`src/systolic_pkg.sv`:
```
package systolic_pkg;

    // grid geometry
    localparam int GRID_SIZE = 4;

    // operand and product widths
    localparam int DATA_WIDTH = 8;
    localparam int NUM_DIGITS = 3;
    localparam int PROD_WIDTH = 16;

    // 16 worst-case products of 2^14 fit with headroom
    localparam int ACC_WIDTH = 20;

    // select, compress, accumulate
    localparam int PE_LATENCY = 3;

    typedef logic signed [DATA_WIDTH-1:0] operand_t;

    // 3 * -128 = -384 needs two extra bits
    typedef logic signed [DATA_WIDTH+1:0] triple_t;

    // sign-magnitude radix-8 digit, magnitude 0..4
    typedef struct packed {
        logic       neg;
        logic [2:0] mag;
    } booth_digit_t;

    // digit k carries weight 8^k
    typedef booth_digit_t [NUM_DIGITS-1:0] digit_vec_t;

    typedef logic signed [ACC_WIDTH-1:0] acc_t;

endpackage

```
`src/operand_if.sv`:
```
`timescale 1ns/1ps

interface operand_if;
    import systolic_pkg::*;

    // one cycle per accepted vector
    logic valid;

    // run boundaries
    logic first;
    logic last;

    // recoded A column, one digit set per grid row
    digit_vec_t [GRID_SIZE-1:0] digits;

    // B row and its triple, one per grid column
    operand_t [GRID_SIZE-1:0] mult;
    triple_t  [GRID_SIZE-1:0] mult3;

    modport prod (
        output valid,
        output first,
        output last,
        output digits,
        output mult,
        output mult3
    );

    modport cons (
        input valid,
        input first,
        input last,
        input digits,
        input mult,
        input mult3
    );

endinterface

```
`src/operand_prep.sv`:
```
`timescale 1ns/1ps

module operand_prep (
    input  logic                                             clk,
    input  logic                                             rst,
    input  logic                                             in_req,
    input  logic                                             in_first,
    input  logic                                             in_last,
    input  systolic_pkg::operand_t [systolic_pkg::GRID_SIZE-1:0] a_col,
    input  systolic_pkg::operand_t [systolic_pkg::GRID_SIZE-1:0] b_row,
    output logic                                             in_ack,
    operand_if.prod                                          op
);
    import systolic_pkg::*;

    typedef enum logic {
        S_IDLE,
        S_ACK
    } hs_state_t;

    hs_state_t state;
    logic      accept;
    logic      accepted;
    logic      run_first;
    logic      run_last;

    operand_t   [GRID_SIZE-1:0] a_reg;
    operand_t   [GRID_SIZE-1:0] b_reg;
    digit_vec_t [GRID_SIZE-1:0] digits_nxt;
    triple_t    [GRID_SIZE-1:0] mult3_nxt;

    // value of one 4-bit overlapping group: -4*g3 + 2*g2 + g1 + g0
    function automatic booth_digit_t recode_group(input logic [3:0] grp);
        logic signed [3:0] val;
        booth_digit_t      dig;
        val = $signed({grp[3], grp[3], 2'b00}) + $signed({2'b00, grp[2], 1'b0})
            + $signed({3'b000, grp[1]}) + $signed({3'b000, grp[0]});
        dig.neg = val[3];
        dig.mag = val[3] ? 3'(-val) : 3'(val);
        return dig;
    endfunction

    // four-phase handshake, ack follows req with one edge of delay
    assign accept = (state == S_IDLE) && in_req;
    assign in_ack = (state == S_ACK);

    always_ff @(posedge clk or negedge rst) begin
        if (!rst) begin
            state <= S_IDLE;
        end else begin
            case (state)
                S_IDLE: if (in_req) state <= S_ACK;
                S_ACK:  if (!in_req) state <= S_IDLE;
                default: state <= S_IDLE;
            endcase
        end
    end

    // capture on acceptance
    always_ff @(posedge clk or negedge rst) begin
        if (!rst) begin
            accepted  <= 1'b0;
            run_first <= 1'b0;
            run_last  <= 1'b0;
        end else begin
            accepted <= accept;
            if (accept) begin
                run_first <= in_first;
                run_last  <= in_last;
            end
        end
    end

    always_ff @(posedge clk) begin
        if (accept) begin
            a_reg <= a_col;
            b_reg <= b_row;
        end
    end

    // booth recoding and 3B, one adder per column
    always_comb begin
        logic [3*NUM_DIGITS:0] ext;
        for (int idx = 0; idx < GRID_SIZE; idx++) begin
            ext = {{(3*NUM_DIGITS-DATA_WIDTH){a_reg[idx][DATA_WIDTH-1]}}, a_reg[idx], 1'b0};
            for (int k = 0; k < NUM_DIGITS; k++) begin
                digits_nxt[idx][k] = recode_group(ext[3*k +: 4]);
            end
            mult3_nxt[idx] = (triple_t'(b_reg[idx]) <<< 1) + triple_t'(b_reg[idx]);
        end
    end

    // registered issue into the grid
    always_ff @(posedge clk or negedge rst) begin
        if (!rst) begin
            op.valid <= 1'b0;
            op.first <= 1'b0;
            op.last  <= 1'b0;
        end else begin
            op.valid <= accepted;
            op.first <= run_first;
            op.last  <= run_last;
        end
    end

    always_ff @(posedge clk) begin
        op.digits <= digits_nxt;
        op.mult   <= b_reg;
        op.mult3  <= mult3_nxt;
    end

endmodule

```
`src/booth_pe.sv`:
```
`timescale 1ns/1ps

module booth_pe (
    input  logic                     clk,
    input  logic                     rst,
    input  systolic_pkg::digit_vec_t digits_in,
    input  logic                     valid_in,
    input  logic                     first_in,
    input  logic                     last_in,
    input  systolic_pkg::operand_t   mult_in,
    input  systolic_pkg::triple_t    mult3_in,
    output systolic_pkg::digit_vec_t digits_out,
    output logic                     valid_out,
    output logic                     first_out,
    output logic                     last_out,
    output systolic_pkg::operand_t   mult_out,
    output systolic_pkg::triple_t    mult3_out,
    output systolic_pkg::acc_t       acc,
    output logic                     acc_last,
    output logic                     acc_first
);
    import systolic_pkg::*;

    logic signed [PROD_WIDTH-1:0] pp_nxt [NUM_DIGITS];
    logic signed [PROD_WIDTH-1:0] pp_q   [NUM_DIGITS];
    logic signed [PROD_WIDTH-1:0] cs_sum_nxt;
    logic signed [PROD_WIDTH-1:0] cs_carry_nxt;
    logic signed [PROD_WIDTH-1:0] cs_sum_q;
    logic signed [PROD_WIDTH-1:0] cs_carry_q;
    logic signed [PROD_WIDTH-1:0] product;

    // flags riding alongside stages 1 and 2
    logic [PE_LATENCY-2:0] valid_pipe;
    logic [PE_LATENCY-2:0] first_pipe;
    logic [PE_LATENCY-2:0] last_pipe;

    // systolic forwarding, digits east and multiplicands south
    always_ff @(posedge clk or negedge rst) begin
        if (!rst) begin
            valid_out <= 1'b0;
            first_out <= 1'b0;
            last_out  <= 1'b0;
        end else begin
            valid_out <= valid_in;
            first_out <= first_in;
            last_out  <= last_in;
        end
    end

    always_ff @(posedge clk) begin
        digits_out <= digits_in;
        mult_out   <= mult_in;
        mult3_out  <= mult3_in;
    end

    // stage 1: pick 0, B, 2B, 3B or 4B per digit, apply sign, weight by 8^k
    always_comb begin
        logic signed [DATA_WIDTH+2:0] multiple;
        for (int k = 0; k < NUM_DIGITS; k++) begin
            case (digits_in[k].mag)
                3'd1:    multiple = (DATA_WIDTH+3)'(mult_in);
                3'd2:    multiple = (DATA_WIDTH+3)'(mult_in) <<< 1;
                3'd3:    multiple = (DATA_WIDTH+3)'(mult3_in);
                3'd4:    multiple = (DATA_WIDTH+3)'(mult_in) <<< 2;
                default: multiple = '0;
            endcase
            if (digits_in[k].neg) begin
                multiple = -multiple;
            end
            pp_nxt[k] = PROD_WIDTH'(multiple) <<< (3*k);
        end
    end

    always_ff @(posedge clk) begin
        pp_q <= pp_nxt;
    end

    // stage 2: 3:2 carry-save layer, bit by bit
    always_comb begin
        cs_carry_nxt[0] = 1'b0;
        for (int b = 0; b < PROD_WIDTH; b++) begin
            cs_sum_nxt[b] = pp_q[0][b] ^ pp_q[1][b] ^ pp_q[2][b];
        end
        // carry out of the top bit falls off, the product fits in 16 bits
        for (int b = 0; b < PROD_WIDTH - 1; b++) begin
            cs_carry_nxt[b+1] = (pp_q[0][b] & pp_q[1][b]) | (pp_q[0][b] & pp_q[2][b])
                              | (pp_q[1][b] & pp_q[2][b]);
        end
    end

    always_ff @(posedge clk) begin
        cs_sum_q   <= cs_sum_nxt;
        cs_carry_q <= cs_carry_nxt;
    end

    always_ff @(posedge clk or negedge rst) begin
        if (!rst) begin
            valid_pipe <= '0;
            first_pipe <= '0;
            last_pipe  <= '0;
        end else begin
            valid_pipe <= {valid_pipe[PE_LATENCY-3:0], valid_in};
            first_pipe <= {first_pipe[PE_LATENCY-3:0], first_in};
            last_pipe  <= {last_pipe[PE_LATENCY-3:0], last_in};
        end
    end

    // stage 3: carry-propagate add, then load or accumulate
    assign product = cs_sum_q + cs_carry_q;

    always_ff @(posedge clk or negedge rst) begin
        if (!rst) begin
            acc       <= '0;
            acc_last  <= 1'b0;
            acc_first <= 1'b0;
        end else begin
            acc_last  <= valid_pipe[PE_LATENCY-2] & last_pipe[PE_LATENCY-2];
            acc_first <= valid_pipe[PE_LATENCY-2] & first_pipe[PE_LATENCY-2];
            if (valid_pipe[PE_LATENCY-2]) begin
                if (first_pipe[PE_LATENCY-2]) begin
                    acc <= ACC_WIDTH'(product);
                end else begin
                    acc <= acc + ACC_WIDTH'(product);
                end
            end
        end
    end

endmodule

```
`src/pe_grid.sv`:
```
`timescale 1ns/1ps

module pe_grid (
    input  logic                                                       clk,
    input  logic                                                       rst,
    operand_if.cons                                                    op,
    output systolic_pkg::acc_t [systolic_pkg::GRID_SIZE*systolic_pkg::GRID_SIZE-1:0] acc,
    output logic [systolic_pkg::GRID_SIZE*systolic_pkg::GRID_SIZE-1:0] acc_last,
    output logic                                                       acc_first_corner
);
    import systolic_pkg::*;

    // row links indexed by the PE they feed, last column spills off the edge
    digit_vec_t row_digits [GRID_SIZE][GRID_SIZE+1];
    logic       row_valid  [GRID_SIZE][GRID_SIZE+1];
    logic       row_first  [GRID_SIZE][GRID_SIZE+1];
    logic       row_last   [GRID_SIZE][GRID_SIZE+1];

    // column links, same idea going south
    operand_t   col_mult   [GRID_SIZE+1][GRID_SIZE];
    triple_t    col_mult3  [GRID_SIZE+1][GRID_SIZE];

    logic [GRID_SIZE*GRID_SIZE-1:0] pe_first;

    assign acc_first_corner = pe_first[0];

    // row i enters i cycles late
    for (genvar i = 0; i < GRID_SIZE; i++) begin : g_row_skew
        if (i == 0) begin : g_direct
            assign row_digits[i][0] = op.digits[i];
            assign row_valid[i][0]  = op.valid;
            assign row_first[i][0]  = op.first;
            assign row_last[i][0]   = op.last;
        end else begin : g_delay
            digit_vec_t   dig_sr [i];
            logic [i-1:0] val_sr;
            logic [i-1:0] first_sr;
            logic [i-1:0] last_sr;

            always_ff @(posedge clk or negedge rst) begin
                if (!rst) begin
                    val_sr   <= '0;
                    first_sr <= '0;
                    last_sr  <= '0;
                end else begin
                    val_sr[0]   <= op.valid;
                    first_sr[0] <= op.first;
                    last_sr[0]  <= op.last;
                    for (int s = 1; s < i; s++) begin
                        val_sr[s]   <= val_sr[s-1];
                        first_sr[s] <= first_sr[s-1];
                        last_sr[s]  <= last_sr[s-1];
                    end
                end
            end

            always_ff @(posedge clk) begin
                dig_sr[0] <= op.digits[i];
                for (int s = 1; s < i; s++) begin
                    dig_sr[s] <= dig_sr[s-1];
                end
            end

            assign row_digits[i][0] = dig_sr[i-1];
            assign row_valid[i][0]  = val_sr[i-1];
            assign row_first[i][0]  = first_sr[i-1];
            assign row_last[i][0]   = last_sr[i-1];
        end
    end

    // column j enters j cycles late
    for (genvar j = 0; j < GRID_SIZE; j++) begin : g_col_skew
        if (j == 0) begin : g_direct
            assign col_mult[0][j]  = op.mult[j];
            assign col_mult3[0][j] = op.mult3[j];
        end else begin : g_delay
            operand_t mult_sr  [j];
            triple_t  mult3_sr [j];

            always_ff @(posedge clk) begin
                mult_sr[0]  <= op.mult[j];
                mult3_sr[0] <= op.mult3[j];
                for (int s = 1; s < j; s++) begin
                    mult_sr[s]  <= mult_sr[s-1];
                    mult3_sr[s] <= mult3_sr[s-1];
                end
            end

            assign col_mult[0][j]  = mult_sr[j-1];
            assign col_mult3[0][j] = mult3_sr[j-1];
        end
    end

    for (genvar i = 0; i < GRID_SIZE; i++) begin : g_pe_row
        for (genvar j = 0; j < GRID_SIZE; j++) begin : g_pe_col
            booth_pe i_pe (
                .clk        (clk),
                .rst        (rst),
                .digits_in  (row_digits[i][j]),
                .valid_in   (row_valid[i][j]),
                .first_in   (row_first[i][j]),
                .last_in    (row_last[i][j]),
                .mult_in    (col_mult[i][j]),
                .mult3_in   (col_mult3[i][j]),
                .digits_out (row_digits[i][j+1]),
                .valid_out  (row_valid[i][j+1]),
                .first_out  (row_first[i][j+1]),
                .last_out   (row_last[i][j+1]),
                .mult_out   (col_mult[i+1][j]),
                .mult3_out  (col_mult3[i+1][j]),
                .acc        (acc[i*GRID_SIZE+j]),
                .acc_last   (acc_last[i*GRID_SIZE+j]),
                .acc_first  (pe_first[i*GRID_SIZE+j])
            );
        end
    end

endmodule

```
`src/result_collector.sv`:
```
`timescale 1ns/1ps

module result_collector (
    input  logic                                                       clk,
    input  logic                                                       rst,
    input  systolic_pkg::acc_t [systolic_pkg::GRID_SIZE*systolic_pkg::GRID_SIZE-1:0] acc,
    input  logic [systolic_pkg::GRID_SIZE*systolic_pkg::GRID_SIZE-1:0] acc_last,
    input  logic                                                       acc_first_corner,
    output systolic_pkg::acc_t [systolic_pkg::GRID_SIZE*systolic_pkg::GRID_SIZE-1:0] c_mat,
    output logic                                                       done
);
    import systolic_pkg::*;

    // each element latches its own final sum
    always_ff @(posedge clk or negedge rst) begin
        if (!rst) begin
            c_mat <= '0;
        end else begin
            for (int k = 0; k < GRID_SIZE*GRID_SIZE; k++) begin
                if (acc_last[k]) begin
                    c_mat[k] <= acc[k];
                end
            end
        end
    end

    // corner PE finishes last, PE(0,0) starts first
    // a new run starting takes priority, the result shown is then stale
    always_ff @(posedge clk or negedge rst) begin
        if (!rst) begin
            done <= 1'b0;
        end else if (acc_first_corner) begin
            done <= 1'b0;
        end else if (acc_last[GRID_SIZE*GRID_SIZE-1]) begin
            done <= 1'b1;
        end
    end

endmodule

```
`src/systolic_mac_top.sv`:
```
`timescale 1ns/1ps

module systolic_mac_top (
    input  logic                                                       clk,
    input  logic                                                       rst,
    input  logic                                                       in_req,
    input  logic                                                       in_first,
    input  logic                                                       in_last,
    input  systolic_pkg::operand_t [systolic_pkg::GRID_SIZE-1:0]       a_col,
    input  systolic_pkg::operand_t [systolic_pkg::GRID_SIZE-1:0]       b_row,
    output logic                                                       in_ack,
    output systolic_pkg::acc_t [systolic_pkg::GRID_SIZE*systolic_pkg::GRID_SIZE-1:0] c_mat,
    output logic                                                       done
);
    import systolic_pkg::*;

    acc_t [GRID_SIZE*GRID_SIZE-1:0] pe_acc;
    logic [GRID_SIZE*GRID_SIZE-1:0] pe_acc_last;
    logic                           pe_acc_first;

    // producer to grid
    operand_if i_op_if ();

    operand_prep i_operand_prep (
        .clk      (clk),
        .rst      (rst),
        .in_req   (in_req),
        .in_first (in_first),
        .in_last  (in_last),
        .a_col    (a_col),
        .b_row    (b_row),
        .in_ack   (in_ack),
        .op       (i_op_if.prod)
    );

    pe_grid i_pe_grid (
        .clk              (clk),
        .rst              (rst),
        .op               (i_op_if.cons),
        .acc              (pe_acc),
        .acc_last         (pe_acc_last),
        .acc_first_corner (pe_acc_first)
    );

    result_collector i_result_collector (
        .clk              (clk),
        .rst              (rst),
        .acc              (pe_acc),
        .acc_last         (pe_acc_last),
        .acc_first_corner (pe_acc_first),
        .c_mat            (c_mat),
        .done             (done)
    );

endmodule

```
`config.mk`:
```
export PLATFORM = sky130hd
export DESIGN_NAME = systolic_mac_top
export DESIGN_NICKNAME = d
export VERILOG_FILES = /design/src/systolic_pkg.sv /design/src/operand_if.sv /design/src/operand_prep.sv /design/src/booth_pe.sv /design/src/pe_grid.sv /design/src/result_collector.sv /design/src/systolic_mac_top.sv
export SDC_FILE = /design/constraint.sdc
export NUM_CORES = 2
export LEC_CHECK = 0
export BUFFER_PORTS_ARGS = -buffer_cell sky130_fd_sc_hd__buf_4
export CORE_AREA = 2 2 666 668
export CTS_CLUSTER_DIAMETER = 150
export DETAILED_ROUTE_END_ITERATION = 8
export DIE_AREA = 0 0 668 670
export GPL_TIMING_DRIVEN = 1
export PLACE_DENSITY = 0.45
export SETUP_SLACK_MARGIN = 0.5
export SLEW_MARGIN = 10
export SYNTH_ARGS = -nofsm -noshare
export SYNTH_HDL_FRONTEND = slang
export SYNTH_SLANG_ARGS = --single-unit
```
`constraint.sdc`:
```
create_clock -name clk -period 6.1 [get_ports clk]
set_input_delay 0 -clock clk [delete_from_list [all_inputs] [get_ports clk]]
set_output_delay 0 -clock clk [all_outputs]
set_load 0.05 [all_outputs]
```
Yosys cells after proc, flatten, opt, wreduce, memory -nomap -nowiden. Memories as Yosys holds them, arrays and structs flattened. Index checks and enable logic that the tools add are counted.

Memory bits (writable): 180. Memories kept: 9. Output and inout bits: 322. Register bits: 2310.

Memory list: i_pe_grid.g_row_skew[3].g_delay.dig_sr (words 3, bits a word 12, read ports 3, clocked after memory_dff 0, wr ports 3, line pe_grid.sv:35) `digit_vec_t dig_sr [i];`; i_pe_grid.g_col_skew[3].g_delay.mult3_sr (words 3, bits a word 10, read ports 3, clocked after memory_dff 0, wr ports 3, line pe_grid.sv:78) `triple_t mult3_sr [j];`; i_pe_grid.g_col_skew[3].g_delay.mult_sr (words 3, bits a word 8, read ports 3, clocked after memory_dff 0, wr ports 3, line pe_grid.sv:77) `operand_t mult_sr [j];`; i_pe_grid.g_row_skew[2].g_delay.dig_sr (words 2, bits a word 12, read ports 2, clocked after memory_dff 0, wr ports 2, line pe_grid.sv:35); i_pe_grid.g_col_skew[2].g_delay.mult3_sr (words 2, bits a word 10, read ports 2, clocked after memory_dff 0, wr ports 2, line pe_grid.sv:78); i_pe_grid.g_col_skew[2].g_delay.mult_sr (words 2, bits a word 8, read ports 2, clocked after memory_dff 0, wr ports 2, line pe_grid.sv:77); +3 memories.

Add/sub/neg operators: 128. Bitwise gates (word level): 1154. Muxes and demuxes: 127. Equality and inequality tests: 192. Reductions and logical operators: 2.

Operator list (number): case mux 11 bit (4 select lines) (32); case mux 10 bit (4 select lines) (16); AND 1 bit (497); XOR 1 bit (368); two-way mux 11 bit (32); negator 11 bit (32); adder 20 x 16 -> 20 bit (16); two-way mux 20 bit (16); == test 3 x 2 -> 1 bit, second input constant (96); OR 1 bit (288); adder 16 bit (16); two-way mux 10 bit (16); negator 10 bit (16); == test 3 x 1 -> 1 bit, second input constant (48); == test 3 bit, second input constant (48); adder 4 x 2 -> 4 bit (20); adder 3 x 3 -> 4 bit (12); adder 9 x 8 -> 10 bit (4); two-way mux 3 bit (12); negator 3 bit (12); two-way mux 1 bit (3); nonzero test 2 bit (1); logical AND 1 bit (1); NOT 1 bit (1).

Logic depth before layout (Yosys ltp).
Depth in word-level cells: 5. Gate-level depth with buffers: 21. Depth with buffers taken out: 21.

Modules after synthesis. From an unflattened synthesis, not the netlist that was laid out.

Cell total of the unflattened synthesis: 11553. Area total of the unflattened synthesis: 120613.2 um2.

Modules (own cells, without submodules): booth_pe (i_pe_grid.g_pe_row[0].g_pe_col[2].i_pe ...) (area each 6239.7 um2, seq. area each 2502.4 um2, times used 6, cells each 648); booth_pe (i_pe_grid.g_pe_row[2].g_pe_col[3].i_pe ...) (area each 6173.4 um2, seq. area each 2502.4 um2, times used 4, cells each 649); result_collector (area each 12077.8 um2, seq. area each 8032.7 um2, times used 1, cells each 674); booth_pe (i_pe_grid.g_pe_row[0].g_pe_col[0].i_pe ...) (area each 5953.2 um2, seq. area each 2502.4 um2, times used 2, cells each 623); operand_prep (area each 6222.2 um2, seq. area each 4339.2 um2, times used 1, cells each 438); booth_pe (i_pe_grid.g_pe_row[2].g_pe_col[2].i_pe) (area each 6145.9 um2, seq. area each 2502.4 um2, times used 1, cells each 629); booth_pe (i_pe_grid.g_pe_row[3].g_pe_col[2].i_pe) (area each 6142.1 um2, seq. area each 2502.4 um2, times used 1, cells each 648); booth_pe (i_pe_grid.g_pe_row[0].g_pe_col[1].i_pe) (area each 6130.9 um2, seq. area each 2502.4 um2, times used 1, cells each 626); booth_pe (i_pe_grid.g_pe_row[1].g_pe_col[1].i_pe) (area each 6027.0 um2, seq. area each 2502.4 um2, times used 1, cells each 619); pe_grid (area each 3828.7 um2, seq. area each 3828.7 um2, times used 1, cells each 189).

Worst setup path after synthesis. OpenSTA, ideal clock, no wires.

Kind: flip-flop to flip-flop. Start: register i_pe_grid.g_pe_row[0].g_pe_col[0].i_pe.cs_sum_q[4]. End: register i_pe_grid.g_pe_row[0].g_pe_col[0].i_pe.acc[19]. Clock period less this slack: 4.241 ns. Data required time: 5.976 ns. Setup slack: 1.859 ns. Stages on the path, launching flop included: 20. Setup time: 0.124 ns. Arrival: 4.117 ns. Cells stage by stage: dfxtp_1 -> ha_1 -> fa_1 -> a21o_1 -> a21oi_1 -> nor2b_1 -> o21a_1 -> o41ai_1 -> xnor2_1 -> ha_1 -> a21o_1 -> a21o_1 -> a21o_1 -> nor3b_1 -> a21oi_2 -> a221o_1 -> a21o_1 -> mux2i_1 -> nor3_1 -> a211o_1.

Cells in the longest elaborated chain, start to end: 3.

Ends and longest elaborated chain: from (decl) (line booth_pe.sv:28) `logic signed [PROD_WIDTH-1:0] cs_sum_q;`; from (signal assigned) (line booth_pe.sv:92) `cs_sum_q <= cs_sum_nxt;`; adder 16 bit (*) (line booth_pe.sv:109) `assign product = cs_sum_q + cs_carry_q;`; adder 20 x 16 -> 20 bit (line booth_pe.sv:123) `acc <= acc + ACC_WIDTH'(product);`; two-way mux 20 bit (*) (line booth_pe.sv:120) `if (first_pipe[PE_LATENCY-2]) begin`; to (signal assigned) (line booth_pe.sv:121) `acc <= ACC_WIDTH'(product);`; to (signal assigned) (line booth_pe.sv:123); to (decl) (line booth_pe.sv:18) `output systolic_pkg::acc_t acc,`.

Mark *: on every way between the ends. The rest lies on a longest branch, timed or not. A chain may end at the register's enable or synchronous reset.

Worst setup path after layout.
Start: register i_pe_grid.g_pe_row[1].g_pe_col[1].i_pe.cs_sum_q[4]. End: register i_pe_grid.g_pe_row[1].g_pe_col[1].i_pe.acc[19].

Cells in the longest elaborated chain, start to end: 3.

Ends and longest elaborated chain (line): from (decl) (booth_pe.sv:28); from (signal assigned) (booth_pe.sv:92); adder 16 bit (*) (booth_pe.sv:109); adder 20 x 16 -> 20 bit (booth_pe.sv:123); two-way mux 20 bit (*) (booth_pe.sv:120); to (signal assigned) (booth_pe.sv:121); to (signal assigned) (booth_pe.sv:123); to (decl) (booth_pe.sv:18).

Marked as above.

==> impl_results.md <==
* WHS Endpoint: i_pe_grid.g_col_skew[3].g_delay.mult3_sr[0][17]
* Post-Synthesis Cells at 10900
* Final Util at 0.293
* 1st-pass router iterations at 6
* Post-DR vias/cell at 4.43
* Vias in the first global route at 75800
* Final Worst Setup Slack at 1.47 ns
* I/O Buffers at 390
* CP max-delay cell: fa_1
* DR iter-0 viols at 4538
* Worst-Margin Slew at 1.10 ns
* Mean Syn Cell Area at 10.1 um^2
* Max Buffers Root-to-Sink at 4
* DRC Markers at 0
* FFs w/ async S/R, synth at 0.293
* Routed length per instance at 18.1 um
* Crit path required time at 6.86 ns
* Cell Rows at 244
* Layout fillers at 46000
* Most common cell in the netlist: dfxtp_1
* Pre-CTS setup slack at 1.50 ns
* Area grow syn2layout at 17.9%
* Post_cts resized at 0
* Yosys reg bits at 2320
* Worst Hold Path Cells at 0
* Clock skew at 0.0420 ns
* Lkg Pwr at 54.3 nW
* Top cell by count, worst path: a21oi_1
* All-Layer GR Usage at 0.136
* Via count at 76800
* Arr. time, crit path at 5.39 ns
* Worst-path maximum fanout at 5
* Clk sinks at 2320
* # IOs at 391
* Worst min path class: reg2reg
* R2R depth at 20
* Largest area contributor in the netlist: dfxtp_1
* Ys flop type: dfxtp_1
* P per Cell Area at 651 nW/um^2
* TritonCTS buffer count at 277
* Reg clk slew, reported paths at 0.06 ns
* Most flop-heavy register: i_pe_grid.g_pe_row.g_pe_col.i_pe.pp_q
* Max Clk Rate at 216 MHz
* Yosys top cell area share at 0.288
* Syn Nets at 11800
* Worst skew pair latency at 0.88 ns
* Status: complete, no violations
* Initial Utilization at 0.249
* Placer's final routability congestion estimate at 0.813
* Hold Startpoint: i_pe_grid.g_col_skew[3].g_delay.mult3_sr[0][7]
* Top flop regs: i_pe_grid.g_pe_row.g_pe_col.i_pe.pp_q (512), i_pe_grid.g_pe_row.g_pe_col.i_pe.acc (320), i_result_collector.c_mat (320)
* CTS root buf: clkbuf_16
* Setup-failing EPs final at 0
* Layout cell share with drive strength beyond 1 at 0.133
* Post-synthesis cell type count at 91
* Post-route ant nets at 0
* Post-route cell area at 129000 um^2
* Antenna violations before repair at 24
* CTS tree: done
* Final period util at 0.758
* Setup_tns at 0 ns
* Reg2Reg Capture Point: i_pe_grid.g_pe_row[1].g_pe_col[1].i_pe.acc[19]
* Pin count of the biggest net entering global routing at 131
* Worst vdd ir at 0.344 mV
* Launching point of the worst reg2reg path: i_pe_grid.g_pe_row[1].g_pe_col[1].i_pe.cs_sum_q[4]
* CORE AREA at 440000 um^2
* Total Power at 0.0840 W
* Hold Fails Final Rpt at 0
* WL final at 313000 um
* Max_cap viols at 0
* Max FFs per register at 512
* Nets at 12100
* Register-to-register setup slack at 1.47 ns
* CP Capture Type: flop
* Mapped Area at 110000 um^2
* Die Area at 448000 um^2
* Slew Limit Fails at 0
* RSZ-0062 raised after global routing: false
* Slowest Stage Delay on Critical Path at 0.47 ns
* Crit Path Class: reg2reg
* Area of placed instances at 118000 um^2
* Post-DP HPWL at 235000 um
* First-pass GRT wire length at 476000 um
* Worst rel slew slack at 0.258
* # H-tree levels at 5
* Die X at 668 um
* CP cell instances: ha_1 -> fa_1 -> a21o_1 -> a21oi_1 -> o21ai_1 -> a21oi_1 -> o21ai_1 -> a21o_1 -> a21oi_1 -> xnor2_1 -> ha_1 -> and4_1 -> o2111ai_1 -> o211ai_1 -> o41a_1 -> a21o_1 -> a21oi_1 -> mux2i_1 -> a21oi_1 -> o221a_1
* Post-synth EDFFs at 64
* Post-synth top cells: 1576 x dfxtp_1, 922 x a21oi_1, 858 x nor2_1
* GR Overflow Total at 0
* Min Tclk post-route at 4.63 ns
* Sequential-to-total area share from yosys stat at 0.461
* Synth warn at 0
* Startpoint Class: flop
* Die Span Y at 670 um
* Main area contributors after synthesis: dfxtp_1 29%, dfrtp_1 16%, ha_1 7.9%
[layer usage]
| layer | routed length (um) | track usage | vias to the layer above |
|---|---|---|---|
| met1 | 145000 | 0.181 | 36400 |
| met4 | 7970 | 0.0349 | 0 |
| li1 | - | - | 38700 |
| met3 | 11800 | 0.0200 | 398 |
| met5 | 0 | 0 | - |
| met2 | 148000 | 0.231 | 1258 |
[worst max path at each step]
stage	depth (start not counted)	slack (ns)	to	from
6_report	20	1.47	i_pe_grid.g_pe_row[1].g_pe_col[1].i_pe.acc[19]	i_pe_grid.g_pe_row[1].g_pe_col[1].i_pe.cs_sum_q[4]
5_1_grt	21	1.15	i_pe_grid.g_pe_row[0].g_pe_col[3].i_pe.acc[19]	i_pe_grid.g_pe_row[0].g_pe_col[3].i_pe.cs_sum_q[4]
4_1_cts	20	1.45	i_pe_grid.g_pe_row[1].g_pe_col[1].i_pe.acc[19]	i_pe_grid.g_pe_row[1].g_pe_col[1].i_pe.cs_sum_q[4]
3_5_place_dp	20	1.50	i_pe_grid.g_pe_row[1].g_pe_col[1].i_pe.acc[19]	i_pe_grid.g_pe_row[1].g_pe_col[1].i_pe.cs_sum_q[4]
3_3_place_gp	21	1.46	i_pe_grid.g_pe_row[0].g_pe_col[3].i_pe.acc[19]	i_pe_grid.g_pe_row[0].g_pe_col[3].i_pe.cs_sum_q[4]
2_1_floorplan	19	1.86	i_pe_grid.g_pe_row[0].g_pe_col[0].i_pe.acc[19]	i_pe_grid.g_pe_row[0].g_pe_col[0].i_pe.cs_sum_q[4]
[per-stage QoR]
step / instances / hold WS, ns
5_1_grt: 17300 / 0.252
2_1_floorplan: 10900 / -0.296
6_report: 17300 / 0.296
4_1_cts: 17300 / 0.215
3_3_place_gp: 16700 / 0.0164
3_5_place_dp: 16700 / 0.0121
[critical path, delay by kind of cell, from the launching register on]
kind                     cells  cell delay (ns)
XOR/XNOR                     1             0.18
flip-flops                   1             0.30
AND/OR/NAND/NOR              1             0.20
AO/OA/AOI/OAI               14             2.60
multiplexers                 1             0.21
adder cells (fa/ha/maj)      3             1.02
[cell type report]
cell class | count | area [um^2] | share of cell area
multi-input combinational | 7686 | 55800 | 0.432
sequential | 2320 | 50500 | 0.391
clock buffer | 405 | 8280 | 0.0641
tap | 5904 | 7390 | 0.0572
timing repair buffer | 566 | 4670 | 0.0361
inverter | 348 | 1310 | 0.0101
clock inverter | 99 | 1210 | 0.00937
antenna | 11 | 27.5 | 0.000213
[cell usage in the layout (no fill, tap or decap), drive strengths merged, types with 24 or more instances in the layout]
master       synthesis  routed
dfxtp             1576    1576
a21oi              925     925
nor2               858     858
nand2              838     838
ha                 696     696
dfrtp              680     680
o21ai              638     638
mux2               618     618
xnor2              484     484
buf                 62     430
clkbuf             474     405
inv                348     373
xor2               325     325
a22oi              289     289
a21o               218     218
fa                 180     180
nand2b             175     175
nor2b              142     142
dlygate4sd3          0     136
nor3               132     132
o21a               119     119
nand3              112     112
a31oi               94      94
mux2i               88      88
edfxtp              64      64
and2                63      63
nand4               57      57
o31ai               50      50
a22o                50      50
o211ai              49      49
clkinv               0      46
or3                 43      43
o21bai              40      40
and3                36      36
nand3b              34      34
or2                 32      32
o22a                31      31
a211oi              28      28
a221oi              24      24
[report_power, final]
group          switching (W)  internal [W]
logic                 0.0252        0.0186
clock network        0.00691        0.0101
registers            0.00363        0.0195
[kinds of logic after synthesis]
| logic type | after synthesis | share of synthesized area |
|---|---|---|
| fa+ha+maj | 876 | 0.112 |
| flops | 2320 | 0.461 |
| buf+inv | 885 | 0.0305 |
| xor+xnor | 809 | 0.0647 |
| simple gates | 2562 | 0.106 |
| mux | 706 | 0.0715 |
| compound gates | 2733 | 0.154 |
[repair_timing]
| action | CTS | global route |
|---|---|---|
| endpoints found under the hold margin | 646 | 0 |
| hold buffers | 137 | 0 |
| setup buffers | 0 | 0 |
Note: power is estimated with default switching activity, not from simulation.
